===== src/common/mem_path_pkg.sv =====
package mem_path_pkg;

    // RV32I widths
    localparam int unsigned XLEN       = 32;
    localparam int unsigned REG_ADDR_W = 5;
    localparam int unsigned MBE_W      = XLEN / 8;

    // Only the memory opcodes of the base ISA are handled here
    typedef enum logic [6:0] {
        op_load  = 7'b0000011,
        op_store = 7'b0100011
    } rv32i_opcode_t;

    typedef enum logic [2:0] {
        lb  = 3'b000,
        lh  = 3'b001,
        lw  = 3'b010,
        lbu = 3'b100,
        lhu = 3'b101
    } load_funct3_t;

    typedef enum logic [2:0] {
        sb = 3'b000,
        sh = 3'b001,
        sw = 3'b010
    } store_funct3_t;

    // One request as it arrives from the issue side
    // The offset is already sign-extended and the store data sits in its low bits
    typedef struct packed {
        rv32i_opcode_t         opcode;
        logic [2:0]            funct3;
        logic [XLEN-1:0]       base;
        logic [XLEN-1:0]       offset;
        logic [XLEN-1:0]       store_data;
        logic [REG_ADDR_W-1:0] rd;
    } mem_req_t;

    // One access after address generation
    // addr keeps the low two bits so the writeback stage can pick the lane
    typedef struct packed {
        rv32i_opcode_t         opcode;
        logic [2:0]            funct3;
        logic [XLEN-1:0]       addr;
        logic [XLEN-1:0]       wdata;
        logic [MBE_W-1:0]      mbe;
        logic [REG_ADDR_W-1:0] rd;
    } mem_access_t;

endpackage


===== src/verilog/load_writeback.sv =====
`timescale 1ns/1ps

module load_writeback (
    input  logic                                clk,
    input  logic                                rst,
    input  logic                                mem_done,
    input  mem_path_pkg::mem_access_t           mem_access,
    input  logic [mem_path_pkg::XLEN-1:0]       data_rdata,
    output logic                                wb_valid,
    output logic [mem_path_pkg::REG_ADDR_W-1:0] wb_rd,
    output logic [mem_path_pkg::XLEN-1:0]       wb_data
);

    logic                                load_done;
    logic [mem_path_pkg::REG_ADDR_W-1:0] rd_q;
    mem_path_pkg::load_funct3_t          funct3_q;
    logic [1:0]                          offset_q;
    logic [mem_path_pkg::XLEN-1:0]       rdata_q;
    logic [7:0]                          byte_sel;
    logic [15:0]                         half_sel;

    // Stores finish at the memory port and never reach writeback
    assign load_done = mem_done && (mem_access.opcode == mem_path_pkg::op_load);

    always_ff @(posedge clk) begin
        if (rst) begin
            wb_valid <= 1'b0;
        end else begin
            wb_valid <= load_done;
        end
    end

    always_ff @(posedge clk) begin
        if (load_done) begin
            rd_q     <= mem_access.rd;
            funct3_q <= mem_path_pkg::load_funct3_t'(mem_access.funct3);
            offset_q <= mem_access.addr[1:0];
            rdata_q  <= data_rdata;
        end
    end

    assign wb_rd = rd_q;

    // Lane select from the byte offset of the original address
    always_comb begin
        unique case (offset_q)
            2'b00: byte_sel = rdata_q[7:0];
            2'b01: byte_sel = rdata_q[15:8];
            2'b10: byte_sel = rdata_q[23:16];
            default: byte_sel = rdata_q[31:24];
        endcase
        half_sel = offset_q[1] ? rdata_q[31:16] : rdata_q[15:0];
    end

    always_comb begin
        unique case (funct3_q)
            mem_path_pkg::lb:  wb_data = {{24{byte_sel[7]}}, byte_sel};
            mem_path_pkg::lbu: wb_data = {24'd0, byte_sel};
            mem_path_pkg::lh:  wb_data = {{16{half_sel[15]}}, half_sel};
            mem_path_pkg::lhu: wb_data = {16'd0, half_sel};
            default:           wb_data = rdata_q;   // lw and anything unrecognized
        endcase
    end

endmodule


===== src/verilog/mem_addr_stage.sv =====
`timescale 1ns/1ps

module mem_addr_stage (
    input  logic                      clk,
    input  logic                      rst,
    input  logic                      op_valid,
    input  mem_path_pkg::mem_req_t    op_req,
    input  logic                      stall,
    output logic                      ex_valid,
    output mem_path_pkg::mem_access_t ex_access
);

    mem_path_pkg::mem_req_t              req_q;
    logic [mem_path_pkg::XLEN-1:0]  addr;
    logic [mem_path_pkg::XLEN-1:0]  wdata;
    logic [mem_path_pkg::MBE_W-1:0] mbe;

    // The stage only advances when the request buffer can take its content
    always_ff @(posedge clk) begin
        if (rst) begin
            ex_valid <= 1'b0;
        end else if (!stall) begin
            ex_valid <= op_valid;
        end
    end

    always_ff @(posedge clk) begin
        if (!stall && op_valid) begin
            req_q <= op_req;
        end
    end

    assign addr = req_q.base + req_q.offset;

    // Place the store data in the lanes picked by the low address bits
    always_comb begin
        mbe   = 4'b1111;
        wdata = '0;
        if (req_q.opcode == mem_path_pkg::op_store) begin
            unique case (mem_path_pkg::store_funct3_t'(req_q.funct3))
                mem_path_pkg::sw: begin
                    wdata = req_q.store_data;
                    mbe   = 4'b1111;
                end
                mem_path_pkg::sh: begin
                    wdata = {16'd0, req_q.store_data[15:0]} << {addr[1], 4'b0000};
                    mbe   = 4'b0011 << {addr[1], 1'b0};
                end
                mem_path_pkg::sb: begin
                    wdata = {24'd0, req_q.store_data[7:0]} << {addr[1:0], 3'b000};
                    mbe   = 4'b0001 << addr[1:0];
                end
                default: begin
                    // Unknown width writes nothing
                    mbe = '0;
                end
            endcase
        end
    end

    always_comb begin
        ex_access.opcode = req_q.opcode;
        ex_access.funct3 = req_q.funct3;
        ex_access.addr   = addr;
        ex_access.wdata  = wdata;
        ex_access.mbe    = mbe;
        ex_access.rd     = req_q.rd;
    end

endmodule


===== src/verilog/mem_path_top.sv =====
`timescale 1ns/1ps

module mem_path_top (
    input  logic                                clk,
    input  logic                                rst,
    input  logic                                op_valid,
    input  mem_path_pkg::mem_req_t              op_req,
    output logic                                stall,
    output logic                                data_read,
    output logic                                data_write,
    output logic [mem_path_pkg::MBE_W-1:0]      data_mbe,
    output logic [mem_path_pkg::XLEN-1:0]       data_addr,
    output logic [mem_path_pkg::XLEN-1:0]       data_wdata,
    input  logic                                data_resp,
    input  logic [mem_path_pkg::XLEN-1:0]       data_rdata,
    output logic                                wb_valid,
    output logic [mem_path_pkg::REG_ADDR_W-1:0] wb_rd,
    output logic [mem_path_pkg::XLEN-1:0]       wb_data
);

    logic                      ex_valid;
    mem_path_pkg::mem_access_t ex_access;
    logic                      mem_done;
    mem_path_pkg::mem_access_t mem_access;

    // Execute stage with address generation and store lane alignment
    mem_addr_stage i_mem_addr_stage (
        .clk       (clk),
        .rst       (rst),
        .op_valid  (op_valid),
        .op_req    (op_req),
        .stall     (stall),
        .ex_valid  (ex_valid),
        .ex_access (ex_access)
    );

    // EX/MEM register driving the data memory port
    mem_request_buffer i_mem_request_buffer (
        .clk        (clk),
        .rst        (rst),
        .ex_valid   (ex_valid),
        .ex_access  (ex_access),
        .stall      (stall),
        .data_read  (data_read),
        .data_write (data_write),
        .data_mbe   (data_mbe),
        .data_addr  (data_addr),
        .data_wdata (data_wdata),
        .data_resp  (data_resp),
        .mem_done   (mem_done),
        .mem_access (mem_access)
    );

    // MEM/WB register with load extraction
    load_writeback i_load_writeback (
        .clk        (clk),
        .rst        (rst),
        .mem_done   (mem_done),
        .mem_access (mem_access),
        .data_rdata (data_rdata),
        .wb_valid   (wb_valid),
        .wb_rd      (wb_rd),
        .wb_data    (wb_data)
    );

endmodule


===== src/verilog/mem_request_buffer.sv =====
`timescale 1ns/1ps

module mem_request_buffer (
    input  logic                           clk,
    input  logic                           rst,
    input  logic                           ex_valid,
    input  mem_path_pkg::mem_access_t      ex_access,
    output logic                           stall,
    output logic                           data_read,
    output logic                           data_write,
    output logic [mem_path_pkg::MBE_W-1:0] data_mbe,
    output logic [mem_path_pkg::XLEN-1:0]  data_addr,
    output logic [mem_path_pkg::XLEN-1:0]  data_wdata,
    input  logic                           data_resp,
    output logic                           mem_done,
    output mem_path_pkg::mem_access_t      mem_access
);

    mem_path_pkg::mem_access_t held;
    logic                      held_valid;
    logic                      is_load;
    logic                      is_store;

    // The held access blocks everything behind it until memory answers
    assign stall    = held_valid && !data_resp;
    assign mem_done = held_valid && data_resp;

    // Refill when empty or when the held access completes at this edge
    always_ff @(posedge clk) begin
        if (rst) begin
            held_valid <= 1'b0;
        end else if (!stall) begin
            held_valid <= ex_valid;
        end
    end

    always_ff @(posedge clk) begin
        if (!stall && ex_valid) begin
            held <= ex_access;
        end
    end

    assign is_load  = held.opcode == mem_path_pkg::op_load;
    assign is_store = held.opcode == mem_path_pkg::op_store;

    // The port stays constant while the access waits
    assign data_read  = held_valid && is_load;
    assign data_write = held_valid && is_store;
    assign data_mbe   = (data_read || data_write) ? held.mbe : '0;
    assign data_addr  = {held.addr[mem_path_pkg::XLEN-1:2], 2'b00};
    assign data_wdata = held.wdata;

    // Writeback needs funct3, rd and the byte offset of the completing access
    assign mem_access = held;

endmodule

===== config.mk =====
export PLATFORM = sky130hd
export DESIGN_NAME = mem_path_top
export DESIGN_NICKNAME = d
export VERILOG_FILES = /design/src/common/mem_path_pkg.sv /design/src/verilog/load_writeback.sv /design/src/verilog/mem_addr_stage.sv /design/src/verilog/mem_path_top.sv /design/src/verilog/mem_request_buffer.sv
export SDC_FILE = /design/constraint.sdc
export NUM_CORES = 1
export LEC_CHECK = 0
export ABC_AREA = 0
export BUFFER_PORTS_ARGS = -buffer_cell sky130_fd_sc_hd__buf_4
export CORE_ASPECT_RATIO = 0.7
export CORE_MARGIN = 5
export CORE_UTILIZATION = 49
export CTS_CLUSTER_SIZE = 12
export DETAILED_ROUTE_END_ITERATION = 12
export PLACE_DENSITY = 0.75
export SLEW_MARGIN = 30
export SYNTH_ARGS = -nofsm -noshare
export SYNTH_HDL_FRONTEND = slang
export SYNTH_SLANG_ARGS = --single-unit

===== constraint.sdc =====
create_clock -name clk -period 3.65 [get_ports clk]
set_clock_uncertainty 0.2 [all_clocks]
set_input_delay 0.365 -clock clk [delete_from_list [all_inputs] [get_ports clk]]
set_output_delay 0.365 -clock clk [all_outputs]
set_load 0.01 [all_outputs]

== Word level (Yosys, flattened, before mapping) ==
Index checks and enable logic that the tools add are counted.

* Flip-flop bits (word level): 239
* Bits in latches: 0
* RAM bits: 0
* Bits in read-only memories: 0
* Input port bits: 147
* Output and inout bits: 109
* Logic and storage cells: 53
* Memories: 0

* $add $sub $neg: 1
* Multipliers: 0
* Divide/modulo/power cells: 0
* $lt $le $gt $ge: 0
* Equality and inequality tests: 10
* Shift-type cells: 4
* Muxes and demuxes: 6
* Bitwise logic cells: 0
* Reduce and logical (&&, ||, !) cells: 13

{| class="wikitable"
|+ Operators with widths
! cell !! count
|-
| $pmux 32 s4 || 1
|-
| $pmux 32 s3 || 1
|-
| $add 32x32->32 || 1
|-
| $shl 16x5->32 || 1
|-
| $shl 8x5->32 || 1
|-
| $pmux 8 s3 || 1
|-
| $mux 16 || 1
|-
| $eq 7x6->1 const B || 2
|-
| $pmux 4 s3 || 1
|-
| $eq 7x2->1 const B || 1
|-
| $logic_and 1x1->1 || 7
|-
| $eq 3x1->1 const B || 2
|-
| $eq 3x3->1 const B || 2
|-
| $logic_not 3->1 || 2
|-
| $mux 4 || 1
|-
| $shl 1x2->4 const A || 1
|-
| $shl 2x2->4 const A || 1
|-
| $eq 3x2->1 const B || 1
|-
| $eq 2x1->1 const B || 1
|-
| $eq 2x2->1 const B || 1
|-
| $logic_not 1->1 || 2
|-
| $logic_not 2->1 || 1
|-
| $logic_or 1x1->1 || 1
|}

== Depth between registers and ports, before layout ==
Gate-level depths: netlist (run 1).

* Depth after elaboration: 4
* Mapped depth: 10
* Depth with buffers taken out: 10

== Modules after synthesis ==
Synthesis (run 1) repeated with hierarchy kept, for this count alone.

* Cell total of the unflattened synthesis: 793
* Area total of the unflattened synthesis: 11,220.8 um^2

{| class="wikitable"
|+ Modules (own cells, without submodules)
! module !! times used !! cells an instance !! area each (um^2) !! sequential area each (um^2)
|-
| mem_addr_stage || 1 || 480 || 5,833.1 || 3,353.2
|-
| mem_request_buffer || 1 || 161 || 3,128.0 || 2,512.4
|-
| load_writeback || 1 || 152 || 2,259.7 || 1,281.2
|}

== Worst setup path after synthesis (run 1) ==
No wires, ideal clock.

* Path kind: input port to flip-flop
* Start: input data_resp
* End: register i_mem_addr_stage.req_q (netlist bit i_mem_addr_stage.ex_access[0]) (enable)
* Library setup time: 0.483 ns
* Arrival: 3.064 ns
* Required time: 2.967 ns
* Slack: -0.098 ns
* Stages on the path: 2
* Buffers on the path: 0
* Path through: nand2b_1 > and2_1

* Longest elaborated chain between the ends: 4

{| class="wikitable"
|+ Ends and longest elaborated chain
! element !! line !! text
|-
| from (decl) || mem_path_top.sv:14 || <nowiki>input logic data_resp,</nowiki>
|-
| $logic_not 1->1 || mem_request_buffer.sv:25 || <nowiki>assign stall = held_valid && !data_resp;</nowiki>
|-
| $logic_and 1x1->1 || mem_request_buffer.sv:25 ||
|-
| $logic_not 1->1 || - ||
|-
| $logic_and 1x1->1 || mem_addr_stage.sv:28 || <nowiki>if (!stall && op_valid) begin</nowiki>
|-
| to (signal assigned) || mem_addr_stage.sv:29 || <nowiki>req_q <= op_req;</nowiki>
|-
| to (decl) || mem_addr_stage.sv:13 || <nowiki>mem_path_pkg::mem_req_t req_q;</nowiki>
|}

Every way passes these cells.
A chain may end at the register's enable or synchronous reset.

== Worst setup path in the final report (run 1) ==
* Start: register i_load_writeback.offset_q[1]
* End: output wb_data[8] (netlist bit)

* Longest elaborated chain between the ends: 3
* Elaborated cells between the ends (all ways): 6
* Classes of those cells: eq/ne: 2; mux: 3; reduce/logical: 1

{| class="wikitable"
|+ Ends and longest elaborated chain
! element !! line !! text
|-
| from (decl) || load_writeback.sv:17 || <nowiki>logic [1:0] offset_q;</nowiki>
|-
| from (signal assigned) || load_writeback.sv:37 || <nowiki>offset_q <= mem_access.addr[1:0];</nowiki>
|-
| $eq 2x2->1, or another cell as far along || load_writeback.sv:46 || <nowiki>unique case (offset_q)</nowiki>
|-
| $pmux 8 s3 || load_writeback.sv:46 ||
|-
| $pmux 32 s4 (*) || load_writeback.sv:56 || <nowiki>unique case (funct3_q)</nowiki>
|-
| to (decl) || mem_path_top.sv:18 || <nowiki>output logic [mem_path_pkg::XLEN-1:0] wb_data</nowiki>
|}

Every way passes the cells marked *; elsewhere a longest branch is shown, timed or not.

==> Flow_metrics.wiki, run 1 <==
{| class="wikitable"
! Metric !! Value
|-
| Gate Count Post-Synth || 800
|-
| Worst rel slew slack || 37.0%
|-
| Via count || between 7k and 8k
|-
| Area delta synth->final || 36.1%
|-
| Source-to-sink clock delay at the later pin of the worst-skew pair || about 0.52 ns
|-
| Fraction of final layout cells sized beyond drive strength 1 || a little over a quarter
|-
| Multi-input logic area || 3060 sq um
|-
| Type of origin of the critical path || flip-flop
|-
| Post-Syn Area per Cell || approximately 14 sq um
|-
| Drt first-iter violations || 800
|-
| Vias per cell || around 5.3
|-
| Synth warnings || 0
|-
| Clock period minus worst slack || 3.22 ns
|-
| Power per cell area || approximately 420 nW/um^2
|-
| Static leakage power || 5.77 nW
|-
| Number of top-level pins || 256
|-
| Max FO, Critical Path || 27
|-
| Type of the setup path with the least slack || flip-flop to primary output
|-
| H-tree Lvls || 1
|-
| Sequential cell area || roughly 7100 sq um
|-
| Number of synthesized register bits || approximately 240
|-
| Number of antenna diodes || 0
|-
| Full die area || between 20000 and 30000 sq um
|-
| Clock root buffer || sky130_fd_sc_hd__clkbuf_16
|-
| Total gr overflow || 0
|-
| Clock tree buffer depth || 3
|-
| Tightest Pin Transition || roughly 0.94 ns
|-
| Setup violation total in the final timing report || 0
|-
| Post-cts hold buffer count || around 140
|-
| RePlAce Congestion || roughly 0.89
|-
| Worst path top cell family by delay || simple AND/OR/NAND/NOR gates
|-
| Portion of the post-synthesis area used by sequential elements || 66.1%
|-
| Horizontal die dimension || roughly 190 um
|-
| Final-layout fill cell count || approximately 1.5k
|-
| Count of antenna-violating nets left after detailed routing || 0
|-
| Unrepaired setup endpoints after global routing || no
|-
| Summed negative setup slack over all endpoints || 0 ns
|-
| # port buffers || approximately 250
|-
| Placeable core area || ~22000 sq um
|-
| Detailed-route wire length per cell || 19.6 um
|-
| Library cell contributing the largest single delay on the critical path || sky130_fd_sc_hd__a21o_1
|-
| Path category of the worst min-delay check || primary input to flip-flop
|-
| Final Hold Vio Count || 0
|-
| Number of search-and-repair iterations in the first detailed-routing pass || 6
|-
| Critical path's most frequent cell || sky130_fd_sc_hd__nor2_1
|-
| Total wire length after detailed routing || about 28000 um
|-
| Number of different library cells in the post-synthesis netlist || 62
|-
| Starting utilization of the core area || between 40% and 50%
|-
| GRT Resource Usage Total || a little over a fifth
|-
| Overall Power || 6.25 mW
|-
| Number of buffers inserted during clock tree synthesis || 24
|-
| Buffers inserted during post-CTS setup optimization || 0
|-
| Slowest Stage Delay on Critical Path || approximately 0.42 ns
|-
| CP Cell Sequence || buf_4, mux4_2, a21o_1, nor2_1, nor2_1, nor2_1, nor2_1, buf_4
|-
| Post-synthesis instance area || between 10000 and 15000 sq um
|-
| Wire length of the first global-routing pass || roughly 44000 um
|-
| Row count || 45
|-
| Number of global-route vias before repair || slightly below 8k
|-
| Run status || finished, final reports clean
|-
| Number of flops mapped to enable cells by yosys || 236
|-
| Total DRC errors in the routed layout || 0
|-
| Largest net degree at the start of global routing || 48
|-
| Critical path endpoint category || primary output
|-
| Number of max-slew violations in the final report || 0
|-
| Arrival @ worst endpoint || roughly 2.7 ns
|-
| Sum of buffers and inverters on the critical path || 2
|-
| Number of antenna violations at the first check in global routing || 0
|-
| Highest ir drop seen on vdd || ~400 uV
|-
| Post-layout net count || around 1.3k
|-
| Number of sinks handled by clock tree synthesis || between 200 and 250
|-
| Height of the die || between 100 and 150 um
|-
| Maximum clock frequency || a little over 300 MHz
|-
| Final critical-path share of the clock period || between 80 and 90%
|-
| Dpl hpwl || around 19000 um
|-
| Count of maximum capacitance violations || 0
|-
| CTS tree || built
|-
| Predominant post-synthesis flop cell || sky130_fd_sc_hd__edfxtp_1
|-
| Most frequent standard cell in the layout excluding fill and tap cells || sky130_fd_sc_hd__buf_4
|-
| Commonest non-fill, non-tap cells in the layout || sky130_fd_sc_hd__buf_4, sky130_fd_sc_hd__edfxtp_1, sky130_fd_sc_hd__dlygate4sd3_1
|-
| Post-CTS clock slew at the launch and capture registers of the worst setup and hold paths || around 0.06 ns
|-
| Post-cts resize count || 0
|-
| Fraction of registers with async set or reset after synthesis || 0%
|-
| Required time of the critical path || between 3 and 4 ns
|}
-- area by class of cell --
type / instances / share of cell area, %
well taps: 282 / 2.40
clock buffers: 33 / 4.38
flip-flops and latches: 239 / 48.6
multi-input cells: 460 / 20.8
repair buffers: 409 / 23.5
clock inverters: 3 / 0.187
inverters: 10 / 0.255
-- cell usage after synthesis, types with 3 or more instances --
master,number,area (sq um)
sky130_fd_sc_hd__a211oi_1,12,90.1
sky130_fd_sc_hd__a21o_1,9,67.6
sky130_fd_sc_hd__a21oi_1,51,255
sky130_fd_sc_hd__a221o_1,4,40.0
sky130_fd_sc_hd__a22o_1,8,70.1
sky130_fd_sc_hd__a22oi_1,16,120
sky130_fd_sc_hd__a31oi_1,9,56.3
sky130_fd_sc_hd__and2_1,20,125
sky130_fd_sc_hd__buf_2,5,25.0
sky130_fd_sc_hd__buf_4,64,480
sky130_fd_sc_hd__clkbuf_1,22,82.6
sky130_fd_sc_hd__dfxtp_1,3,60.1
sky130_fd_sc_hd__edfxtp_1,236,7090
sky130_fd_sc_hd__ha_1,31,388
sky130_fd_sc_hd__inv_1,10,37.5
sky130_fd_sc_hd__mux2_2,4,45.0
sky130_fd_sc_hd__mux4_2,8,180
sky130_fd_sc_hd__nand2_1,61,229
sky130_fd_sc_hd__nand2b_1,16,100
sky130_fd_sc_hd__nand3_1,9,45.0
sky130_fd_sc_hd__nand4_1,4,25.0
sky130_fd_sc_hd__nor2_1,67,251
sky130_fd_sc_hd__nor2b_1,13,81.3
sky130_fd_sc_hd__nor3_1,6,30.0
sky130_fd_sc_hd__nor4_1,4,25.0
sky130_fd_sc_hd__o211ai_1,3,22.5
sky130_fd_sc_hd__o21a_1,3,22.5
sky130_fd_sc_hd__o21ai_0,22,110
sky130_fd_sc_hd__o21ai_1,3,15.0
sky130_fd_sc_hd__o21bai_1,4,30.0
sky130_fd_sc_hd__o22ai_1,9,56.3
sky130_fd_sc_hd__o31ai_1,3,22.5
sky130_fd_sc_hd__or2_2,3,18.8
sky130_fd_sc_hd__xnor2_1,19,166
sky130_fd_sc_hd__xor2_1,9,78.8
-- state kept, by name, indices dropped and copies added (netlist names) --
signal                           flops
i_mem_addr_stage.req_q              96
i_load_writeback.rdata_q            32
i_mem_request_buffer.data_wdata     32
i_mem_request_buffer.data_addr      30
i_mem_request_buffer.mem_access     21
i_mem_addr_stage.ex_access          15
i_load_writeback.wb_rd               5
i_load_writeback.funct3_q            3
i_load_writeback.offset_q            2
i_load_writeback.wb_valid            1
i_mem_addr_stage.ex_valid            1
i_mem_request_buffer.held_valid      1
-- stage by stage --
step | worst slack [ns] | hold slack, ns | std cells | area [sq um] | util (%)
finish | 0.432 | 0.130 | 1436 | 14700 | 67.9
global route | 0.241 | 0.168 | 1436 | 14700 | 67.9
CTS | 0.481 | 0.111 | 1436 | 14700 | 67.9
detailed placement | 0.661 | 0.205 | 1256 | 12600 | 58.2
global placement | 0.684 | 0.201 | 1256 | 12600 | 58.1
floorplan | 0.578 | 0.200 | 801 | 10800 | -
-- where the power goes --
group	total, mW	switching (mW)	internal (mW)
clock	2.18	0.961	1.22
sequential	3.25	0.0608	3.19
combinational	0.822	0.402	0.420
-- tightest hold or removal path: cells and delay by family --
family | cells | cell delay (ns)
buf+inv | 2 | 0.17
simple gates | 3 | 0.25
-- logic make-up after synthesis --
| family | after synthesis | synth area share, % |
|---|---|---|
| flip-flops | 239 | 66.1 |
| AND/OR/NAND/NOR | 217 | 9.72 |
| AO/OA/AOI/OAI | 168 | 10.1 |
| buffers and inverters | 102 | 5.82 |
| adder cells (fa/ha/maj) | 32 | 3.77 |
| XOR/XNOR | 28 | 2.27 |
| multiplexers | 13 | 2.17 |
| other | 1 | 0.0347 |
-- per-layer routing --
layer	share of wire [%]	track usage, %	up-vias	routed length (um)
met3	9.7	6.63	36	2720
met2	47	35.7	366	13300
met1	41	29.6	3652	11600
li1	-	-	3623	-
met5	0	0	-	0
met4	2.0	4.32	0	555
-- worst paths after layout --
| kind | startpoint | slack (ns) | cells past startpoint | endpoint |
|---|---|---|---|---|
| hold reg to reg | i_mem_addr_stage.ex_access[2] | 0.22 | 0 | i_mem_request_buffer.mem_access[2] |
| hold / removal | data_resp | 0.13 | 5 | i_mem_request_buffer.held_valid |
| setup reg to reg | i_mem_addr_stage.req_q[37] | 0.60 | 10 | i_mem_request_buffer.data_addr[30] |
| setup / recovery | i_load_writeback.offset_q[1] | 0.43 | 8 | wb_data[8] |
Note: power is estimated with default switching activity, not from simulation.
==> inputs of run 2 (changes only) <==
Settings changed: CORE_UTILIZATION 49 to 58, PLACE_DENSITY 0.75 to 0.83.
Clock period 3.65 ns to 3.74 ns, I/O delays scaled along.
==> run 2 against run 1 <==
Effect of this change:
- clock power is 2% lower
- critical endpoint is now wb_data[13]
- non-clock buffer count is 3 lower
- cell count is 3.2% lower
- critical path depth fell by 1
- via count increased by 5.8%
- setup slack improved by 0.048 ns
- power shrank 1.7%
- sequential power fell by 2%
- flip-flop and latch count is the same
==> Flow_metrics.wiki, run 2 (synthesis results as in run 1) <==
{| class="wikitable"
! Metric !! Value
|-
| Run status || finished, final reports clean
|-
| Total internal power || around 4.7 mW
|-
| Multi-input logic area || ~3100 sq um
|-
| Number of max-slew violations in the final report || 0
|-
| Number of sinks handled by clock tree synthesis || 239
|-
| Unrepaired setup endpoints after global routing || no
|-
| Type of the setup path with the least slack || flip-flop to primary output
|-
| Fraction of final layout cells sized beyond drive strength 1 || between 20% and 30%
|-
| Buffers inserted during post-CTS setup optimization || 0
|-
| Count of antenna-violating nets left after detailed routing || 0
|-
| Number of buffers inserted during clock tree synthesis || 24
|-
| Cell total after placement || roughly 1.2k
|-
| Number of antenna violations at the first check in global routing || 4
|-
| Clock root buffer || sky130_fd_sc_hd__clkbuf_16
|-
| Commonest non-fill, non-tap cells in the layout || sky130_fd_sc_hd__buf_4, sky130_fd_sc_hd__edfxtp_1, sky130_fd_sc_hd__dlygate4sd3_1
|-
| Total gr overflow || 0
|-
| Type of origin of the critical path || flip-flop
|-
| Tightest Pin Transition || just under 1 ns
|-
| Summed negative setup slack over all endpoints || 0 ns
|-
| CTS tree || built
|-
| Final Hold Vio Count || 0
|-
| Arrival @ worst endpoint || approximately 2.7 ns
|-
| Switching share of total power || approximately a quarter
|-
| Area delta synth->final || 35.6%
|-
| Placeable core area || 18200 sq um
|-
| Row count || 41
|-
| GRT Resource Usage Total || about 27%
|-
| Via count || 8120
|-
| Detailed-route wire length per cell || about 22 um
|-
| WHS || around 0.18 ns
|-
| Vias per cell || 5.84
|-
| Highest ir drop seen on vdd || 413 uV
|-
| Starting utilization of the core area || roughly 60%
|-
| Total wire length after detailed routing || slightly above 30000 um
|-
| Post-layout instance count excluding filler cells || about 1.4k
|-
| Full die area || around 22000 sq um
|-
| Setup violation total in the final timing report || 0
|-
| Source-to-sink clock delay at the later pin of the worst-skew pair || ~0.52 ns
|-
| Count of maximum capacitance violations || 0
|-
| Switching power of the nets || roughly 1.4 mW
|-
| Height of the die || ~120 um
|-
| Share of power burned in combinational logic || a little over an eighth
|-
| Share of power burned in the clock network || 34.9%
|-
| Required time of the critical path || 3.17 ns
|-
| Critical path's most frequent cell || sky130_fd_sc_hd__nor2_1
|-
| Max FO, Critical Path || 13
|-
| H-tree Lvls || 1
|-
| Static leakage power || between 5 and 6 nW
|-
| Slowest Stage Delay on Critical Path || 0.61 ns
|-
| Post-cts resize count || 0
|-
| Worst rel slew slack || roughly a third
|-
| Horizontal die dimension || 173 um
|-
| Largest net degree at the start of global routing || 64
|-
| Total DRC errors in the routed layout || 0
|-
| Power per cell area || roughly 420 nW/um^2
|-
| Number of top-level pins || approximately 260
|-
| Number of search-and-repair iterations in the first detailed-routing pass || 5
|-
| Maximum clock frequency || 307 MHz
|-
| Critical path endpoint category || primary output
|-
| Post-cts hold buffer count || between 100 and 150
|-
| Post-CTS clock slew at the launch and capture registers of the worst setup and hold paths || ~0.060 ns
|-
| Sequential cell area || between 7000 and 8000 sq um
|-
| Drt first-iter violations || 1044
|-
| Sequential share of power || approximately half
|-
| Largest register FFs || 96
|-
| Number of global-route vias before repair || approximately 8k
|-
| Library cell contributing the largest single delay on the critical path || sky130_fd_sc_hd__edfxtp_1
|-
| Most frequent standard cell in the layout excluding fill and tap cells || sky130_fd_sc_hd__buf_4
|-
| Clock tree buffer depth || 3
|-
| Final critical-path share of the clock period || a little under 90%
|-
| Register with the most flip-flops || i_mem_addr_stage.req_q
|-
| Wire length of the first global-routing pass || ~47000 um
|-
| # port buffers || 253
|-
| Dpl hpwl || ~18000 um
|-
| RePlAce Congestion || around 0.95
|-
| CP Cell Sequence || mux4_2, a21o_1, nor2_1, nor2_1, nor2_1, nor2_1, buf_4
|-
| Post-layout net count || 1320
|-
| Clock period minus worst slack || 3.26 ns
|-
| Final-layout fill cell count || roughly 960
|-
| Path category of the worst min-delay check || primary input to flip-flop
|}
-- run 2: cell count changes in the layout (fill, tap and decap cells not counted), sizes merged --
cell / change
diode: +4
clkinvlp: -1
clkbuf: -3
clkinv: +3
buf: -3
-- run 2: metal layers --
layer | up-vias | GRT usage, % | wire (um)
met5 | - | 0 | 0
met4 | 0 | 6.24 | 638
met3 | 61 | 7.52 | 3170
met2 | 533 | 45.1 | 14500
met1 | 3906 | 36.8 | 11800
li1 | 3620 | - | -
-- run 2: worst paths after layout --
kind / start / end / slack, ns / cells after the start
max: i_load_writeback.offset_q[0] / wb_data[13] / 0.48 / 7
min: data_resp / i_mem_request_buffer.held_valid / 0.18 / 5
max reg2reg: i_mem_addr_stage.req_q[37] / i_mem_request_buffer.data_wdata[15] / 0.65 / 7
min reg2reg: i_mem_addr_stage.ex_access[0] / i_mem_request_buffer.mem_access[0] / 0.22 / 0
-- run 2: critical path, delay by kind of cell, from the launching register on --
kind / cells / cell delay [ns]
AO/OA/AOI/OAI: 1 / 0.39
flip-flops: 1 / 0.61
multiplexers: 1 / 0.46
AND/OR/NAND/NOR: 4 / 0.56
buffers and inverters: 1 / 0.16
-- run 2: cell type report --
| type | instances | share of cell area, % |
|---|---|---|
| sequential | 239 | 48.7 |
| multi-input combinational | 460 | 21.0 |
| inverter | 10 | 0.256 |
| tap | 236 | 2.01 |
| clock buffer | 30 | 4.32 |
| clock inverter | 5 | 0.222 |
| timing repair buffer | 406 | 23.4 |
| antenna | 4 | 0.0682 |
-- run 2: through the flow --
stage / power, mW / area, sq um / worst slack [ns] / util (%)
floorplan: 3.63 / 10800 / 0.659 / -
global placement: 3.86 / 12500 / 0.797 / 68.9
detailed placement: 3.88 / 12500 / 0.743 / 69.0
CTS: 6.09 / 14600 / 0.419 / 80.6
global route: 6.35 / 14700 / 0.305 / 80.8
finish: 6.14 / 14700 / 0.480 / 80.8
-- run 2: power by group through the flow --
| stage | registers, mW | clock network (mW) | logic, mW |
|---|---|---|---|
| after floorplan | 3.20 | 0 | 0.428 |
| after global placement | 3.22 | 0 | 0.647 |
| after detailed placement | 3.22 | 0 | 0.663 |
| after CTS | 3.16 | 2.14 | 0.791 |
| after global routing | 3.18 | 2.29 | 0.887 |
| final | 3.17 | 2.14 | 0.827 |
==> inputs of run 3 (changes only) <==
Settings changed: CORE_UTILIZATION 58 to 30, PLACE_DENSITY 0.83 to not set, PLACE_DENSITY_LB_ADDON set to 0.2.
==> run 3 against run 2 <==
Effect of this change:
- final area is 3.1% higher
- clock power grew 19%
- non-clock buffer count increased by 3
- register-to-register slack better by 0.06 ns
- count of clock-buffer cells in the layout grew 6
- largest power group unchanged
- cell count up 19%
- first-iteration DRC count down 55%
- core utilization is 38 points lower
==> Flow_metrics.wiki, run 3 (synthesis results as in run 1) <==
{| class="wikitable"
! Metric !! Value
|-
| Run status || finished, final reports clean
|-
| Total wire length after detailed routing || just over 30000 um
|-
| Critical path's most frequent cell || sky130_fd_sc_hd__nor2_1
|-
| Worst rel slew slack || a little under half
|-
| Height of the die || roughly 170 um
|-
| Most frequent standard cell in the layout excluding fill and tap cells || sky130_fd_sc_hd__buf_4
|-
| Starting utilization of the core area || 30.2%
|-
| Number of logic stages on the critical path including buffering || 8
|-
| Maximum clock frequency || 313 MHz
|-
| Number of search-and-repair iterations in the first detailed-routing pass || 5
|-
| Final critical-path share of the clock period || 85.5%
|-
| GRT Resource Usage Total || between 10 and 15%
|-
| Total gr overflow || 0
|-
| Library cell contributing the largest single delay on the critical path || sky130_fd_sc_hd__a21o_1
|-
| Via count || 7567
|-
| Register with the most flip-flops || i_mem_addr_stage.req_q
|-
| Number of global-route vias before repair || 7876
|-
| Sum of buffers and inverters on the critical path || 2
|-
| Number of sinks handled by clock tree synthesis || 239
|-
| Max FO, Critical Path || 13
|-
| Overall Power || around 6.5 mW
|-
| Detailed-route wire length per cell || approximately 18 um
|-
| Switching share of total power || between 20% and 30%
|-
| H-tree Lvls || 1
|-
| Clock tree buffer depth || 3
|-
| Dpl hpwl || ~21000 um
|-
| Critical path endpoint category || primary output
|-
| Setup violation total in the final timing report || 0
|-
| Length in cells of the worst reg-to-reg path || 10
|-
| Unrepaired setup endpoints after global routing || no
|-
| Final Hold Vio Count || 0
|-
| Required time of the critical path || between 3 and 4 ns
|-
| Horizontal die dimension || 237 um
|-
| Power per cell area || 432 nW/um^2
|-
| Worst hold stages || 5
|-
| Placeable core area || between 30000 and 40000 sq um
|-
| Post-CTS clock slew at the launch and capture registers of the worst setup and hold paths || around 0.06 ns
|-
| Clock root buffer || sky130_fd_sc_hd__clkbuf_16
|-
| Type of the setup path with the least slack || flip-flop to primary output
|-
| Worst setup slack before clock tree synthesis || between 0.7 and 0.8 ns
|-
| Worst setup slack after layout || 0.542 ns
|-
| Commonest non-fill, non-tap cells in the layout || sky130_fd_sc_hd__buf_4, sky130_fd_sc_hd__edfxtp_1, sky130_fd_sc_hd__dlygate4sd3_1
|-
| Final-layout fill cell count || 3303
|-
| Type of origin of the critical path || flip-flop
|-
| Post-route cell area || about 15000 sq um
|-
| Count of antenna-violating nets left after detailed routing || 0
|-
| Largest register FFs || 96
|-
| Number of top-level pins || approximately 260
|-
| Clock period minus worst slack || 3.20 ns
|-
| Area delta synth->final || 39.9%
|-
| Post-cts resize count || 0
|-
| CP Cell Sequence || buf_4, mux4_2, a21o_1, nor2_1, nor2_1, nor2_1, nor2_1, buf_4
|-
| Tightest Pin Transition || 0.816 ns
|-
| Highest ir drop seen on vdd || ~240 uV
|-
| Number of buffers inserted during clock tree synthesis || 27
|-
| Largest net degree at the start of global routing || 66
|-
| RePlAce Congestion || slightly below 0.8
|-
| Number of max-slew violations in the final report || 0
|-
| Row count || 58
|-
| Arrival @ worst endpoint || about 2.6 ns
|-
| Count of maximum capacitance violations || 0
|-
| Worst path top cell family by delay || simple AND/OR/NAND/NOR gates
|-
| Full die area || 40000 sq um
|-
| Share of power burned in the clock network || between 30% and 40%
|-
| Switching power of the nets || between 1.5 and 2 mW
|-
| Summed negative setup slack over all endpoints || 0 ns
|-
| Static leakage power || between 5 and 6 nW
|-
| Number of antenna violations at the first check in global routing || 3
|-
| Wire length of the first global-routing pass || between 40000 and 50000 um
|-
| Post-layout net count || about 1.3k
|-
| Path category of the worst min-delay check || primary input to flip-flop
|-
| CTS tree || built
|-
| # port buffers || about 250
|-
| Fraction of final layout cells sized beyond drive strength 1 || 27.9%
|-
| Slowest Stage Delay on Critical Path || approximately 0.45 ns
|-
| Post-place instance area || 12800 sq um
|-
| Sequential share of power || 48.5%
|-
| Share of power burned in combinational logic || roughly an eighth
|-
| Post-layout instance count excluding filler cells || roughly 1.6k
|-
| Cell total after placement || approximately 1.5k
|-
| Total DRC errors in the routed layout || 0
|-
| Vias per cell || 4.59
|-
| Total internal power || about 5.0 mW
|-
| Drt first-iter violations || approximately 470
|-
| Source-to-sink clock delay at the later pin of the worst-skew pair || 0.54 ns
|}
run 3: worst paths after layout:
path	endpoint	startpoint	slack, ns
worst max register to register	i_mem_request_buffer.data_addr[26]	i_mem_addr_stage.req_q[37]	0.71
worst min-delay path	i_mem_request_buffer.held_valid	data_resp	0.1
worst max-delay path	wb_data[8]	i_load_writeback.offset_q[0]	0.54
worst min register to register	i_load_writeback.wb_rd[3]	i_mem_request_buffer.mem_access[3]	0.21
run 3: final cells by class:
cell class	count	area [sq um]	area share, %
Sequential cell	239	7150	47.2
Timing Repair Buffer	409	3460	22.8
Multi-Input combinational cell	460	3050	20.2
Clock buffer	36	719	4.76
Tap cell	480	601	3.97
Clock inverter	12	113	0.744
Inverter	10	37.5	0.248
Antenna cell	2	5.00	0.0331
run 3: worst reg2reg max path: stages (launching register included):
cell and delay [ns]:
sky130_fd_sc_hd__edfxtp_1 0.32, sky130_fd_sc_hd__ha_1 0.19, sky130_fd_sc_hd__inv_1 0.07, sky130_fd_sc_hd__fa_1 0.45, sky130_fd_sc_hd__nand2b_1 0.18, sky130_fd_sc_hd__a21oi_1 0.28
sky130_fd_sc_hd__a31oi_1 0.14, sky130_fd_sc_hd__o21ai_1 0.27, sky130_fd_sc_hd__o31ai_1 0.22, sky130_fd_sc_hd__o31ai_1 0.34, sky130_fd_sc_hd__xor2_1 0.10
run 3: repair_timing:
item / CTS / global route
buffers inserted: 0 / 0
endpoints found under the hold margin: 146 / 0
hold buffers: 144 / 0
run 3: per-layer routing:
metal	GRT usage (%)	wire (um)
met4	4.19	717
met2	24.1	14500
met5	0	11
met3	3.71	1950
met1	19.0	13100
run 3: power groups by stage:
stage	logic [mW]	clock network [mW]	registers, mW
2_1_floorplan	0.428	0	3.20
6_report	0.811	2.55	3.17
5_1_grt	0.885	2.77	3.18
3_3_place_gp	0.686	0	3.22
4_1_cts	0.816	2.66	3.17
3_5_place_dp	0.687	0	3.23
run 3: stage by stage:
step,utilization (%),hold WS (ns)
after floorplan,-,0.200
after global placement,35.9,0.202
after detailed placement,35.9,0.205
after CTS,42.3,0.0541
after global routing,42.3,0.133
final,42.3,0.0978
